<file path="src/verilog/cpu_types_pkg.sv">
// CPU-wide data word type and the data address layout
`default_nettype none

package cpu_types_pkg;

  localparam int WORD_W = 32;

  // Datapath and memory bus word
  typedef logic [WORD_W-1:0] word_t;

  // Data address split for the cache
  // Tag and index select the block, blkoff picks one of its two words
  typedef struct packed {
    logic [25:0] tag;
    logic [2:0]  idx;
    logic        blkoff;
    logic [1:0]  bytoff;  // Always zero for word accesses
  } dcachef_t;

  // One address, readable as a raw word or as cache fields
  typedef union packed {
    word_t    raw;
    dcachef_t f;
  } daddr_u;

endpackage

`default_nettype wire

</file>
<file path="src/verilog/dcache_pkg.sv">
// Cache geometry and the structs passed between the cache blocks
`default_nettype none

package dcache_pkg;

  localparam int SETS      = 8;
  localparam int WAYS      = 2;
  localparam int TAG_W     = 26;
  localparam int BLK_WORDS = 2;
  localparam int IDX_W     = $clog2(SETS);

  // Address of the hit minus miss statistic written at the end of a flush
  localparam cpu_types_pkg::word_t STAT_ADDR = 32'h0000_3100;

  // Contents of one block
  typedef cpu_types_pkg::word_t [BLK_WORDS-1:0] blk_t;

  // Datapath side
  typedef struct packed {
    logic                  ren;
    logic                  wen;
    logic                  halt;
    cpu_types_pkg::daddr_u addr;
    cpu_types_pkg::word_t  store;
  } dp_req_t;

  typedef struct packed {
    logic                 dhit;
    logic                 flushed;
    cpu_types_pkg::word_t load;
  } dp_rsp_t;

  // Memory bus side
  typedef struct packed {
    logic                 ren;
    logic                 wen;
    cpu_types_pkg::word_t addr;
    cpu_types_pkg::word_t store;
  } mem_req_t;

  typedef struct packed {
    logic                 dwait;
    cpu_types_pkg::word_t load;
  } mem_rsp_t;

  // Controller to block sequencer
  typedef struct packed {
    logic                 go;
    logic                 write;   // 1 write-back, 0 fill
    logic                 single;  // One beat only
    cpu_types_pkg::word_t base;
    blk_t                 data;
  } blk_cmd_t;

  typedef struct packed {
    logic done;  // Pulses as the last beat completes
    blk_t data;
  } blk_rsp_t;

  // Controller to tag store
  typedef struct packed {
    logic             en;
    logic             way;
    logic [IDX_W-1:0] idx;
    logic [TAG_W-1:0] tag;
    logic             valid;
    logic             dirty;
    logic             lru_en;
    logic             lru_val;
  } tag_upd_t;

  // Tag store lookup result
  typedef struct packed {
    logic             hit;
    logic             hit_way;
    logic             victim_way;
    logic             victim_dirty;
    logic [TAG_W-1:0] victim_tag;
  } lookup_t;

endpackage

`default_nettype wire

</file>
<file path="src/verilog/dcache_tag_store.sv">
// Tag, valid, dirty and LRU arrays with two-way lookup and a flush read port
`timescale 1ns/1ps
`default_nettype none

module dcache_tag_store (
  input  logic                         CLK,
  input  logic                         nRST,
  input  cpu_types_pkg::daddr_u        addr,
  input  dcache_pkg::tag_upd_t         upd,
  input  logic [dcache_pkg::IDX_W-1:0] flush_idx,
  input  logic                         flush_way,
  output dcache_pkg::lookup_t          lookup,
  output logic                         flush_dirty,
  output logic [dcache_pkg::TAG_W-1:0] flush_tag
);

  logic [dcache_pkg::TAG_W-1:0] tag_q [dcache_pkg::WAYS][dcache_pkg::SETS];
  logic [dcache_pkg::WAYS-1:0][dcache_pkg::SETS-1:0] valid_q;
  logic [dcache_pkg::WAYS-1:0][dcache_pkg::SETS-1:0] dirty_q;
  logic [dcache_pkg::SETS-1:0] lru_q;  // Way to replace next, per set

  logic [dcache_pkg::IDX_W-1:0] idx;
  logic hit0;
  logic hit1;
  logic vway;

  assign idx  = addr.f.idx;
  assign hit0 = valid_q[0][idx] && (tag_q[0][idx] == addr.f.tag);
  assign hit1 = valid_q[1][idx] && (tag_q[1][idx] == addr.f.tag);
  assign vway = lru_q[idx];

  always_comb
  begin
    lookup.hit          = hit0 | hit1;
    lookup.hit_way      = hit1;  // Way 1 when it hits, else way 0
    lookup.victim_way   = vway;
    lookup.victim_dirty = valid_q[vway][idx] & dirty_q[vway][idx];
    lookup.victim_tag   = tag_q[vway][idx];
  end

  // Second read port, walked by the flush
  assign flush_dirty = valid_q[flush_way][flush_idx] & dirty_q[flush_way][flush_idx];
  assign flush_tag   = tag_q[flush_way][flush_idx];

  always_ff @(posedge CLK)
  begin
    if (upd.en)
      tag_q[upd.way][upd.idx] <= upd.tag;
  end

  always_ff @(posedge CLK, negedge nRST)
  begin
    if (!nRST)
    begin
      valid_q <= '0;
      dirty_q <= '0;
      lru_q   <= '0;
    end
    else
    begin
      if (upd.en)
      begin
        valid_q[upd.way][upd.idx] <= upd.valid;
        dirty_q[upd.way][upd.idx] <= upd.dirty;
      end
      if (upd.lru_en)
        lru_q[upd.idx] <= upd.lru_val;
    end
  end

  // A tag is only installed into the victim way after a miss, so
  // both ways of one set never hold the same valid tag
  a_single_way_hit: assert property (
    @(posedge CLK) disable iff (!nRST)
    !(hit0 && hit1)
  );

endmodule

`default_nettype wire

</file>
<file path="src/verilog/dcache_ctrl.sv">
// Cache FSM with data array, flush walk and hit/miss counters
`timescale 1ns/1ps
`default_nettype none

module dcache_ctrl (
  input  logic                         CLK,
  input  logic                         nRST,
  input  dcache_pkg::dp_req_t          req,
  output dcache_pkg::dp_rsp_t          rsp,
  input  dcache_pkg::lookup_t          lookup,
  output dcache_pkg::tag_upd_t         upd,
  output logic [dcache_pkg::IDX_W-1:0] flush_idx,
  output logic                         flush_way,
  input  logic                         flush_dirty,
  input  logic [dcache_pkg::TAG_W-1:0] flush_tag,
  output dcache_pkg::blk_cmd_t         blk_cmd,
  input  dcache_pkg::blk_rsp_t         blk_rsp
);

  typedef enum logic [2:0] {
    IDLE,
    WRITEBACK,
    FILL,
    INSTALL,
    FLUSH_SCAN,
    FLUSH_WB,
    STAT,
    HALTED
  } state_t;

  state_t state_q, state_d;

  dcache_pkg::blk_t data_q [dcache_pkg::WAYS][dcache_pkg::SETS];

  cpu_types_pkg::word_t hit_cnt_q, hit_cnt_d;
  cpu_types_pkg::word_t miss_cnt_q, miss_cnt_d;

  logic vway_q, vway_d;  // Way chosen on the miss
  logic [dcache_pkg::IDX_W-1:0] walk_idx_q, walk_idx_d;
  logic walk_way_q, walk_way_d;

  logic data_we;
  logic data_way;
  dcache_pkg::blk_t data_wr;

  logic [dcache_pkg::IDX_W-1:0] idx;
  logic blkoff;
  logic access;
  logic walk_last;

  assign idx       = req.addr.f.idx;
  assign blkoff    = req.addr.f.blkoff;
  assign access    = req.ren | req.wen;
  assign walk_last = walk_way_q && (&walk_idx_q);  // Last set of way 1

  assign flush_idx = walk_idx_q;
  assign flush_way = walk_way_q;

  always_comb
  begin
    state_d    = state_q;
    hit_cnt_d  = hit_cnt_q;
    miss_cnt_d = miss_cnt_q;
    vway_d     = vway_q;
    walk_idx_d = walk_idx_q;
    walk_way_d = walk_way_q;

    rsp     = '0;
    upd     = '0;
    upd.idx = idx;
    upd.tag = req.addr.f.tag;
    blk_cmd = '0;

    data_we  = 1'b0;
    data_way = lookup.hit_way;
    data_wr  = data_q[lookup.hit_way][idx];

    case (state_q)
      IDLE:
      begin
        if (access && lookup.hit)
        begin
          rsp.dhit    = 1'b1;
          rsp.load    = data_q[lookup.hit_way][idx][blkoff];
          hit_cnt_d   = hit_cnt_q + 1'b1;
          upd.lru_en  = 1'b1;
          upd.lru_val = ~lookup.hit_way;  // Other way becomes the victim
          if (!req.ren)
          begin
            data_we         = 1'b1;
            data_wr[blkoff] = req.store;
            upd.en          = 1'b1;
            upd.way         = lookup.hit_way;
            upd.valid       = 1'b1;
            upd.dirty       = 1'b1;
          end
        end
        else if (access)
        begin
          miss_cnt_d = miss_cnt_q + 1'b1;
          vway_d     = lookup.victim_way;
          if (lookup.victim_dirty)
            state_d = WRITEBACK;
          else if (req.ren)
            state_d = FILL;
          else
            state_d = INSTALL;  // Write miss allocates without a fetch
        end
        else if (req.halt)
        begin
          walk_idx_d = '0;
          walk_way_d = 1'b0;
          state_d    = FLUSH_SCAN;
        end
      end

      WRITEBACK:
      begin
        // Victim goes back at its own tag and the request's index
        blk_cmd.go    = 1'b1;
        blk_cmd.write = 1'b1;
        blk_cmd.base  = {lookup.victim_tag, idx, 3'b000};
        blk_cmd.data  = data_q[vway_q][idx];
        if (blk_rsp.done)
          state_d = req.ren ? FILL : INSTALL;
      end

      FILL:
      begin
        blk_cmd.go   = 1'b1;
        blk_cmd.base = {req.addr.raw[31:3], 3'b000};
        if (blk_rsp.done)
          state_d = INSTALL;
      end

      INSTALL:
      begin
        upd.en    = 1'b1;
        upd.way   = vway_q;
        upd.valid = 1'b1;
        upd.dirty = 1'b0;  // Next IDLE cycle hits and marks a write dirty
        if (req.ren)
        begin
          data_we  = 1'b1;
          data_way = vway_q;
          data_wr  = blk_rsp.data;
        end
        state_d = IDLE;
      end

      FLUSH_SCAN:
      begin
        if (flush_dirty)
          state_d = FLUSH_WB;
        else
        begin
          walk_idx_d = walk_idx_q + 1'b1;
          if (&walk_idx_q)
            walk_way_d = 1'b1;
          if (walk_last)
            state_d = STAT;
        end
      end

      FLUSH_WB:
      begin
        blk_cmd.go    = 1'b1;
        blk_cmd.write = 1'b1;
        blk_cmd.base  = {flush_tag, walk_idx_q, 3'b000};
        blk_cmd.data  = data_q[walk_way_q][walk_idx_q];
        if (blk_rsp.done)
        begin
          walk_idx_d = walk_idx_q + 1'b1;
          if (&walk_idx_q)
            walk_way_d = 1'b1;
          state_d = walk_last ? STAT : FLUSH_SCAN;
        end
      end

      STAT:
      begin
        blk_cmd.go      = 1'b1;
        blk_cmd.write   = 1'b1;
        blk_cmd.single  = 1'b1;
        blk_cmd.base    = dcache_pkg::STAT_ADDR;
        blk_cmd.data[0] = hit_cnt_q - miss_cnt_q;
        if (blk_rsp.done)
          state_d = HALTED;
      end

      HALTED:
        rsp.flushed = 1'b1;  // Held until reset

      default:
        state_d = IDLE;
    endcase
  end

  always_ff @(posedge CLK, negedge nRST)
  begin
    if (!nRST)
    begin
      state_q    <= IDLE;
      hit_cnt_q  <= '0;
      miss_cnt_q <= '0;
      vway_q     <= 1'b0;
      walk_idx_q <= '0;
      walk_way_q <= 1'b0;
    end
    else
    begin
      state_q    <= state_d;
      hit_cnt_q  <= hit_cnt_d;
      miss_cnt_q <= miss_cnt_d;
      vway_q     <= vway_d;
      walk_idx_q <= walk_idx_d;
      walk_way_q <= walk_way_d;
    end
  end

  always_ff @(posedge CLK)
  begin
    if (data_we)
      data_q[data_way][idx] <= data_wr;
  end

  // The sequencer reads the command fields beat by beat, so they
  // may not move until it reports done
  a_cmd_stable: assert property (
    @(posedge CLK) disable iff (!nRST)
    (blk_cmd.go && !blk_rsp.done) |=> $stable(blk_cmd)
  );

endmodule

`default_nettype wire

</file>
<file path="src/verilog/dcache_mem_port.sv">
// Two-beat block fill and write-back sequencer on the memory bus
`timescale 1ns/1ps
`default_nettype none

module dcache_mem_port (
  input  logic                 CLK,
  input  logic                 nRST,
  input  dcache_pkg::blk_cmd_t cmd,
  output dcache_pkg::blk_rsp_t rsp,
  output dcache_pkg::mem_req_t mreq,
  input  dcache_pkg::mem_rsp_t mrsp
);

  typedef enum logic [1:0] {
    MP_IDLE,
    MP_BEAT0,
    MP_BEAT1
  } mp_state_t;

  mp_state_t state_q, state_d;

  dcache_pkg::blk_t fill_q;  // Words captured during a fill

  logic busy;
  logic beat;      // Word of the block on the bus
  logic beat_ok;   // Current beat completes this cycle
  logic last_beat;

  assign busy      = (state_q != MP_IDLE);
  assign beat      = (state_q == MP_BEAT1);
  assign beat_ok   = busy && !mrsp.dwait;
  assign last_beat = beat || cmd.single;

  always_comb
  begin
    mreq    = '0;
    state_d = state_q;
    if (busy)
    begin
      mreq.ren   = !cmd.write;
      mreq.wen   = cmd.write;
      mreq.addr  = cmd.base + {29'd0, beat, 2'b00};  // base, then base+4
      mreq.store = cmd.data[beat];
    end

    case (state_q)
      MP_IDLE:
        if (cmd.go)
          state_d = MP_BEAT0;
      MP_BEAT0:
        if (!mrsp.dwait)
          state_d = cmd.single ? MP_IDLE : MP_BEAT1;
      MP_BEAT1:
        if (!mrsp.dwait)
          state_d = MP_IDLE;
      default:
        state_d = MP_IDLE;
    endcase

    rsp.done = beat_ok && last_beat;
    rsp.data = fill_q;
  end

  always_ff @(posedge CLK, negedge nRST)
  begin
    if (!nRST)
      state_q <= MP_IDLE;
    else
      state_q <= state_d;
  end

  always_ff @(posedge CLK)
  begin
    if (beat_ok && !cmd.write)
      fill_q[beat] <= mrsp.load;
  end

  // A stalled beat keeps its enables, address and data on the bus
  a_hold_on_wait: assert property (
    @(posedge CLK) disable iff (!nRST)
    ((mreq.ren || mreq.wen) && mrsp.dwait) |=> $stable(mreq)
  );

endmodule

`default_nettype wire

</file>
<file path="src/verilog/dcache_top.sv">
// Data cache top level with tag store, controller and memory sequencer
`timescale 1ns/1ps
`default_nettype none

module dcache_top (
  input  logic                 CLK,
  input  logic                 nRST,
  input  dcache_pkg::dp_req_t  dp_req,
  output dcache_pkg::dp_rsp_t  dp_rsp,
  output dcache_pkg::mem_req_t mem_req,
  input  dcache_pkg::mem_rsp_t mem_rsp
);

  dcache_pkg::lookup_t          lookup;
  dcache_pkg::tag_upd_t         upd;
  dcache_pkg::blk_cmd_t         blk_cmd;
  dcache_pkg::blk_rsp_t         blk_rsp;
  logic [dcache_pkg::IDX_W-1:0] flush_idx;
  logic                         flush_way;
  logic                         flush_dirty;
  logic [dcache_pkg::TAG_W-1:0] flush_tag;

  dcache_tag_store u_tag_store (
    .CLK         (CLK),
    .nRST        (nRST),
    .addr        (dp_req.addr),
    .upd         (upd),
    .flush_idx   (flush_idx),
    .flush_way   (flush_way),
    .lookup      (lookup),
    .flush_dirty (flush_dirty),
    .flush_tag   (flush_tag)
  );

  dcache_ctrl u_ctrl (
    .CLK         (CLK),
    .nRST        (nRST),
    .req         (dp_req),
    .rsp         (dp_rsp),
    .lookup      (lookup),
    .upd         (upd),
    .flush_idx   (flush_idx),
    .flush_way   (flush_way),
    .flush_dirty (flush_dirty),
    .flush_tag   (flush_tag),
    .blk_cmd     (blk_cmd),
    .blk_rsp     (blk_rsp)
  );

  dcache_mem_port u_mem_port (
    .CLK  (CLK),
    .nRST (nRST),
    .cmd  (blk_cmd),
    .rsp  (blk_rsp),
    .mreq (mem_req),
    .mrsp (mem_rsp)
  );

endmodule

`default_nettype wire

</file>
<file path="config.mk">
export PLATFORM = sky130hd
export DESIGN_NAME = dcache_top
export DESIGN_NICKNAME = d
export VERILOG_FILES = /design/src/verilog/cpu_types_pkg.sv /design/src/verilog/dcache_pkg.sv /design/src/verilog/dcache_tag_store.sv /design/src/verilog/dcache_ctrl.sv /design/src/verilog/dcache_mem_port.sv /design/src/verilog/dcache_top.sv
export SDC_FILE = /design/constraint.sdc
export NUM_CORES = 2
export LEC_CHECK = 0
export BUFFER_PORTS_ARGS = -buffer_cell sky130_fd_sc_hd__buf_2
export CAP_MARGIN = 25
export CORE_ASPECT_RATIO = 2
export CORE_MARGIN = 3
export CORE_UTILIZATION = 60
export CTS_BUF_LIST = sky130_fd_sc_hd__clkbuf_8
export CTS_CLUSTER_SIZE = 40
export DETAILED_ROUTE_END_ITERATION = 10
export PLACE_DENSITY_LB_ADDON = 0.2
export REMOVE_ABC_BUFFERS = 1
export SLEW_MARGIN = 25
export SYNTH_ARGS = -nofsm -noshare
export SYNTH_HDL_FRONTEND = slang
export SYNTH_SLANG_ARGS = --single-unit
</file>
<file path="constraint.sdc">
create_clock -name CLK -period 17.3 [get_ports CLK]
set_input_delay 1.73 -clock CLK [delete_from_list [all_inputs] [get_ports CLK]]
set_output_delay 1.73 -clock CLK [all_outputs]
set_load 0.01 [all_outputs]
</file>
**Word level (Yosys, flattened, before mapping)**

Memory sizes are Yosys's and may differ from the RTL's.
Cells that the tools add are included.

- Input port bits: 102
- Memory bits (writable): 1440
- Output and inout bits: 100
- Register bits: 178
- Memories: 2

- $add $sub $neg: 5
- Equal/unequal tests: 24
- Muxes and demuxes: 128
- Bitwise logic cells: 8
- Order comparisons: 14
- Reductions and logical operators: 28

Memories:

| memory | depth | bits a word | read ports | clocked after memory_dff | write ports | RTL line | text |
|---|---|---|---|---|---|---|---|
| u_ctrl.data_q | 2 | 512 | 3 | 0 | 1 | dcache_ctrl.sv:33 | `dcache_pkg::blk_t data_q [dcache_pkg::WAYS][dcache_pkg::SETS];` |
| u_tag_store.tag_q | 2 | 208 | 4 | 0 | 1 | dcache_tag_store.sv:17 | `logic [dcache_pkg::TAG_W-1:0] tag_q [dcache_pkg::WAYS][dcache_pkg::SETS];` |

Operators by type and width:

| cell | count |
|---|---|
| $mux W64 | 10 |
| $bmux W64 S3 | 3 |
| $mux W512 | 1 |
| $bmux W26 S3 | 4 |
| $mux W32 | 8 |
| $mux W26 | 9 |
| $mux W208 | 1 |
| $demux W64 S3 | 1 |
| $bwmux W64 | 2 |
| $pmux W32 S4 | 1 |
| $pmux W64 S2 | 1 |
| $pmux W32 S3 | 1 |
| $demux W26 S3 | 1 |
| $mux W8 | 9 |
| $mux W66 | 1 |
| $add A32 B1 Y32 const B | 2 |
| $demux W32 S1 | 2 |
| $pmux W32 S2 | 1 |
| $eq A26 B26 Y1 | 2 |
| $mux W3 | 15 |
| $add A32 B3 Y32 | 1 |
| $bwmux W16 | 2 |
| $sub A32 B32 Y32 | 1 |
| $mux W1 | 28 |
| other kinds (44) | 100 |

**Logic depth before layout (Yosys ltp)**

- Word-level depth: 15
- Depth in mapped cells: 19
- Mapped depth without buffers: 13

**Modules after synthesis**

A second synthesis with hierarchy kept.

- Cells, all modules: 5051
- Area, all modules: 89950.0 sq um

By module, submodules not included:

| module | seq. area each (sq um) | times used | cells each | area an instance (sq um) |
|---|---|---|---|---|
| dcache_ctrl | 32551.2 | 1 | 3452 | 62334.8 |
| dcache_tag_store | 13492.9 | 1 | 1335 | 24345.8 |
| dcache_mem_port | 1971.9 | 1 | 264 | 3269.4 |

**Worst setup path before layout**

Ideal clock, no wire load.

- Path type: input-to-reg
- From: input port dp_req[37] (netlist name)
- To: memory u_ctrl.data_q[0][0] (netlist name), enable pin
- Stages: 14
- Required time: 16.814 ns
- Path slack: 9.309 ns
- Data arrival time: 7.505 ns
- Path through: buf_2 -> buf_2 -> buf_2 -> nand2_1 -> mux4_2 -> and3_1 -> or2_2 -> or4b_1 -> nor4_1 -> a21oi_1 -> or3_1 -> clkbuf_1 -> o21a_1 -> nor2_1

- Word-level cells in the longest chain between the ends: 12
- Elaborated cells on any way between the ends: 28

RTL lines:

| what | RTL line | text |
|---|---|---|
| start, declared | dcache_top.sv:8 | `input dcache_pkg::dp_req_t dp_req,` |
| $not A3 Y4 (not written as such) | dcache_tag_store.sv:28, dcache_tag_store.sv:29, dcache_ctrl.sv:224 |  |
| $bmux W26 S3, on equally long branches | dcache_tag_store.sv:28, dcache_tag_store.sv:29 |  |
| $mux W26, on equally long branches (2 in series) | dcache_tag_store.sv:28, dcache_tag_store.sv:29 |  |
| $eq A26 B26 Y1, on equally long branches | dcache_tag_store.sv:28, dcache_tag_store.sv:29 |  |
| $logic_and A1 B1 Y1, on equally long branches | dcache_tag_store.sv:28, dcache_tag_store.sv:29 |  |
| $or A1 B1 Y1 | dcache_tag_store.sv:34 | `lookup.hit = hit0 \| hit1;` |
| $logic_and A1 B1 Y1 | dcache_ctrl.sv:81 | `if (access && lookup.hit)` |
| $mux W1 | dcache_ctrl.sv:81 |  |
| $pmux W1 S2 | dcache_ctrl.sv:78 | `case (state_q)` |
| $mux W1 | dcache_ctrl.sv:223 | `if (data_we)` |
| $mux W512 (not written as such) | dcache_ctrl.sv:224 | `data_q[data_way][idx] <= data_wr;` |
| end, declared | dcache_ctrl.sv:33 |  |

Several ways; a longest one is shown, not always the timed one. The select of a mux whose other input is x is not followed.

==> flow_metrics.tcl <==
set metrics [dict create \
    status "finished, final reports clean" \
    root_buffer "clkbuf_8" \
    synth_top_area_share_pct 51.1 \
    final_cell_mix "1,504 x edfxtp_1, 806 x mux4_2, 495 x mux2i_1" \
    track_usage_pct 44.2 \
    cts_resized 0 \
    cts_tree "done" \
    rows 198 \
    dp_hpwl_um 206000 \
    wirelength_um 341000 \
    cp_cell_sequence "clkbuf_8 -> buf_4 -> and2_1 -> a221oi_1 -> xnor2_1 -> nand4_1 -> nor4_4 -> buf_12 -> buf_4 -> mux4_1 -> a22o_1 -> a221oi_1 -> a2bb2o_1 -> buf_2" \
    holdWs_ps 485 \
    hold_viol 0 \
    grt_antenna_before_repair 33 \
    cp-end-kind "primary output" \
    clkTransAtPathRegs_ps 70 \
    yosysWarnings 0 \
    post-route-period-util_pct 63.1 \
    core_um2 146000 \
    num_vias 65531 \
    clkSinkCount 1618 \
    vias_per_cell 8.08 \
    async_flop_share_pct 7.05 \
    synth-main-ff-cell "edfxtp_1" \
    h-tree-depth 4 \
    initial_core_util_pct 60.5 \
    max_slew_margin_pct 19.4 \
    grt_overflow 0 \
    numPortBuffers 197 \
    grt_max_degree 124 \
    crit_type "in -> out" \
    clkLatencyLatePin_ps 1010 \
    drv_cap 0 \
    arrival_ps 9190 \
    numPlacedInstances 7658 \
    grt_pass1_wl_um 472000 \
    dpl-instance-area_um2 91700 \
    grt_pass1_vias 65399 \
    drcViolationCount 0 \
    die_h_um 549 \
    synth_cell_type_count 92 \
    ir_drop_uv 117 \
    start_kind "primary input" \
    cts_made_buffers 227 \
    tightest_slew_ps 1200 \
    critPathMaxFanout 80 \
    synth_edf_count 1504 \
    holdBufCountCts 0 \
    wl_per_cell_um 42.0 \
    syn2layout_area_growth_pct 9.08 \
    clock-skew-final_ps 109 \
    synth_largest_area_cell "edfxtp_1" \
    cts_max_path_buffers 4 \
    gp_congestion 0.990 \
    setup_viol 0 \
    layout.cells.non_filler 8106 \
    yosysSeqAreaShare_pct 54.4 \
    min_period_ps 10920 \
    slew_violations 0 \
    cpMaxStageDelayCell "and2_1" \
    hp-class "reg -> reg" \
    layout_commonest_cell "edfxtp_1" \
    dr.first_iter.drc_count 10381 \
    p_per_area_nw_per_um2 97.7 \
    ioPinCount 202 \
    design.die.area_um2 152000 \
    synth_seq_cells 1618 \
    final_area_um2 96300 \
    post_cts_buffers 0 \
    fmax_ghz 0.0916 \
    p_leak_nw 31.8 \
    synthTopCellsByArea "edfxtp_1 51%, mux4_2 21%, mux2i_1 5.6%" \
    dr.pass1.iters 9 \
    drive_gt1_share_pct 27.3 \
    total_power_mw 9.41 \
    die_w_um 277 \
    synthCells 5841 \
    synthesis.area_um2 88300 \
    rsz0062_at_grt "no" \
    syn_area_per_cell_um2 15.1 \
    critPathMaxStageDelay_ps 1000 \
    crit_required_ps 15570 \
    nNetsFinal 6130 \
    ant_nets 0 \
]
==> cells in the mapped netlist, types with 110 or more instances <==
cell      instances
o21ai_0         110
o22ai_1         223
nand2_1         370
buf_1           118
edfxtp_1       1504
mux4_2          806
clkbuf_1        265
inv_1           110
dfrtp_1         114
a21oi_1         152
nor2_1          217
mux2i_1         495
==> final cells by class <==
| class | count | area, µm² |
|---|---|---|
| Clock inverter | 171 | 1180 |
| Sequential cell | 1618 | 48000 |
| Fill cell | 10306 | 49600 |
| Antenna cell | 34 | 85.1 |
| Tap cell | 1900 | 2380 |
| Multi-Input combinational cell | 3626 | 38200 |
| Clock buffer | 238 | 3280 |
| Timing Repair Buffer | 403 | 2700 |
| Inverter | 116 | 445 |
==> sequential cells by signal (all words and copies together), names as in the netlist <==
register,flops
u_tag_store.valid_q,16
u_ctrl.vway_q,1
u_mem_port.state_q,2
u_tag_store.dirty_q,16
u_tag_store.lru_q,8
u_ctrl.flush_idx,3
u_ctrl.flush_way,1
u_ctrl.data_q,1024
u_ctrl.state_q,3
u_tag_store.tag_q,416
u_ctrl.hit_cnt_q,32
u_ctrl.miss_cnt_q,32
u_mem_port.rsp,64
==> critical path: cells and delay by family <==
| family | cells | cell delay [ps] |
|---|---|---|
| multiplexers | 1 | 680 |
| XOR/XNOR | 1 | 830 |
| AO/OA/AOI/OAI | 4 | 1210 |
| AND/OR/NAND/NOR | 3 | 1730 |
| buffers and inverters | 5 | 2640 |
==> per-stage QoR <==
step | TNS [ps] | worst slack (ps) | util (%)
after floorplan | -381770 | -746 | -
after detailed placement | 0 | 6670 | 62.8
final | 0 | 6380 | 66.0
after CTS | 0 | 6630 | 65.9
after global placement | 0 | 6690 | 62.8
after global routing | 0 | 6390 | 66.0
==> routing by layer <==
| metal | wire (µm) | vias up | global-route usage [%] | share of wire (%) |
|---|---|---|---|---|
| met3 | 46900 | 2074 | 13.2 | 14 |
| met1 | 97400 | 32537 | 48.9 | 29 |
| li1 | - | 24589 | - | - |
| met4 | 40300 | 24 | 42.2 | 12 |
| met2 | 156000 | 6307 | 68.1 | 46 |
| met5 | 142 | - | 0 | 0.042 |
==> cells by family after synthesis <==
logic type	after synthesis	share of synthesized area, %
other	1	0.00425
muxes	1359	26.9
adders and majority gates	36	0.519
AOI/OAI and AO/OA	1061	8.44
and+or+nand+nor	1056	5.79
buffers and inverters	598	2.83
DFF	1618	54.4
xor gates and xnor gates	112	1.11
==> where the power goes <==
group | internal, mW | switching (mW)
logic | 0.710 | 1.27
clock network | 1.52 | 1.53
registers | 4.34 | 0.0430
total | 6.56 | 2.85
==> final timing paths <==
kind	slack, ps	endpoint	cells past startpoint	startpoint
max in group asynchronous	15090	u_ctrl.state_q[2]$_DFFE_PN0P_	2	nRST
worst max-delay path	6380	dp_rsp[17]	14	dp_req[36]
min in group asynchronous	740	u_tag_store.lru_q[7]$_DFFE_PN0P_	1	nRST
worst min register to register	490	u_ctrl.miss_cnt_q[15]$_DFFE_PN0P_	1	u_ctrl.miss_cnt_q[15]$_DFFE_PN0P_
worst max register to register	9810	u_ctrl.data_q[0][311]$_DFFE_PP_	14	u_tag_store.tag_q[1][102]$_DFFE_PP_
worst min-delay path	490	u_ctrl.miss_cnt_q[15]$_DFFE_PN0P_	1	u_ctrl.miss_cnt_q[15]$_DFFE_PN0P_
Power figures use the tool's default switching activity.
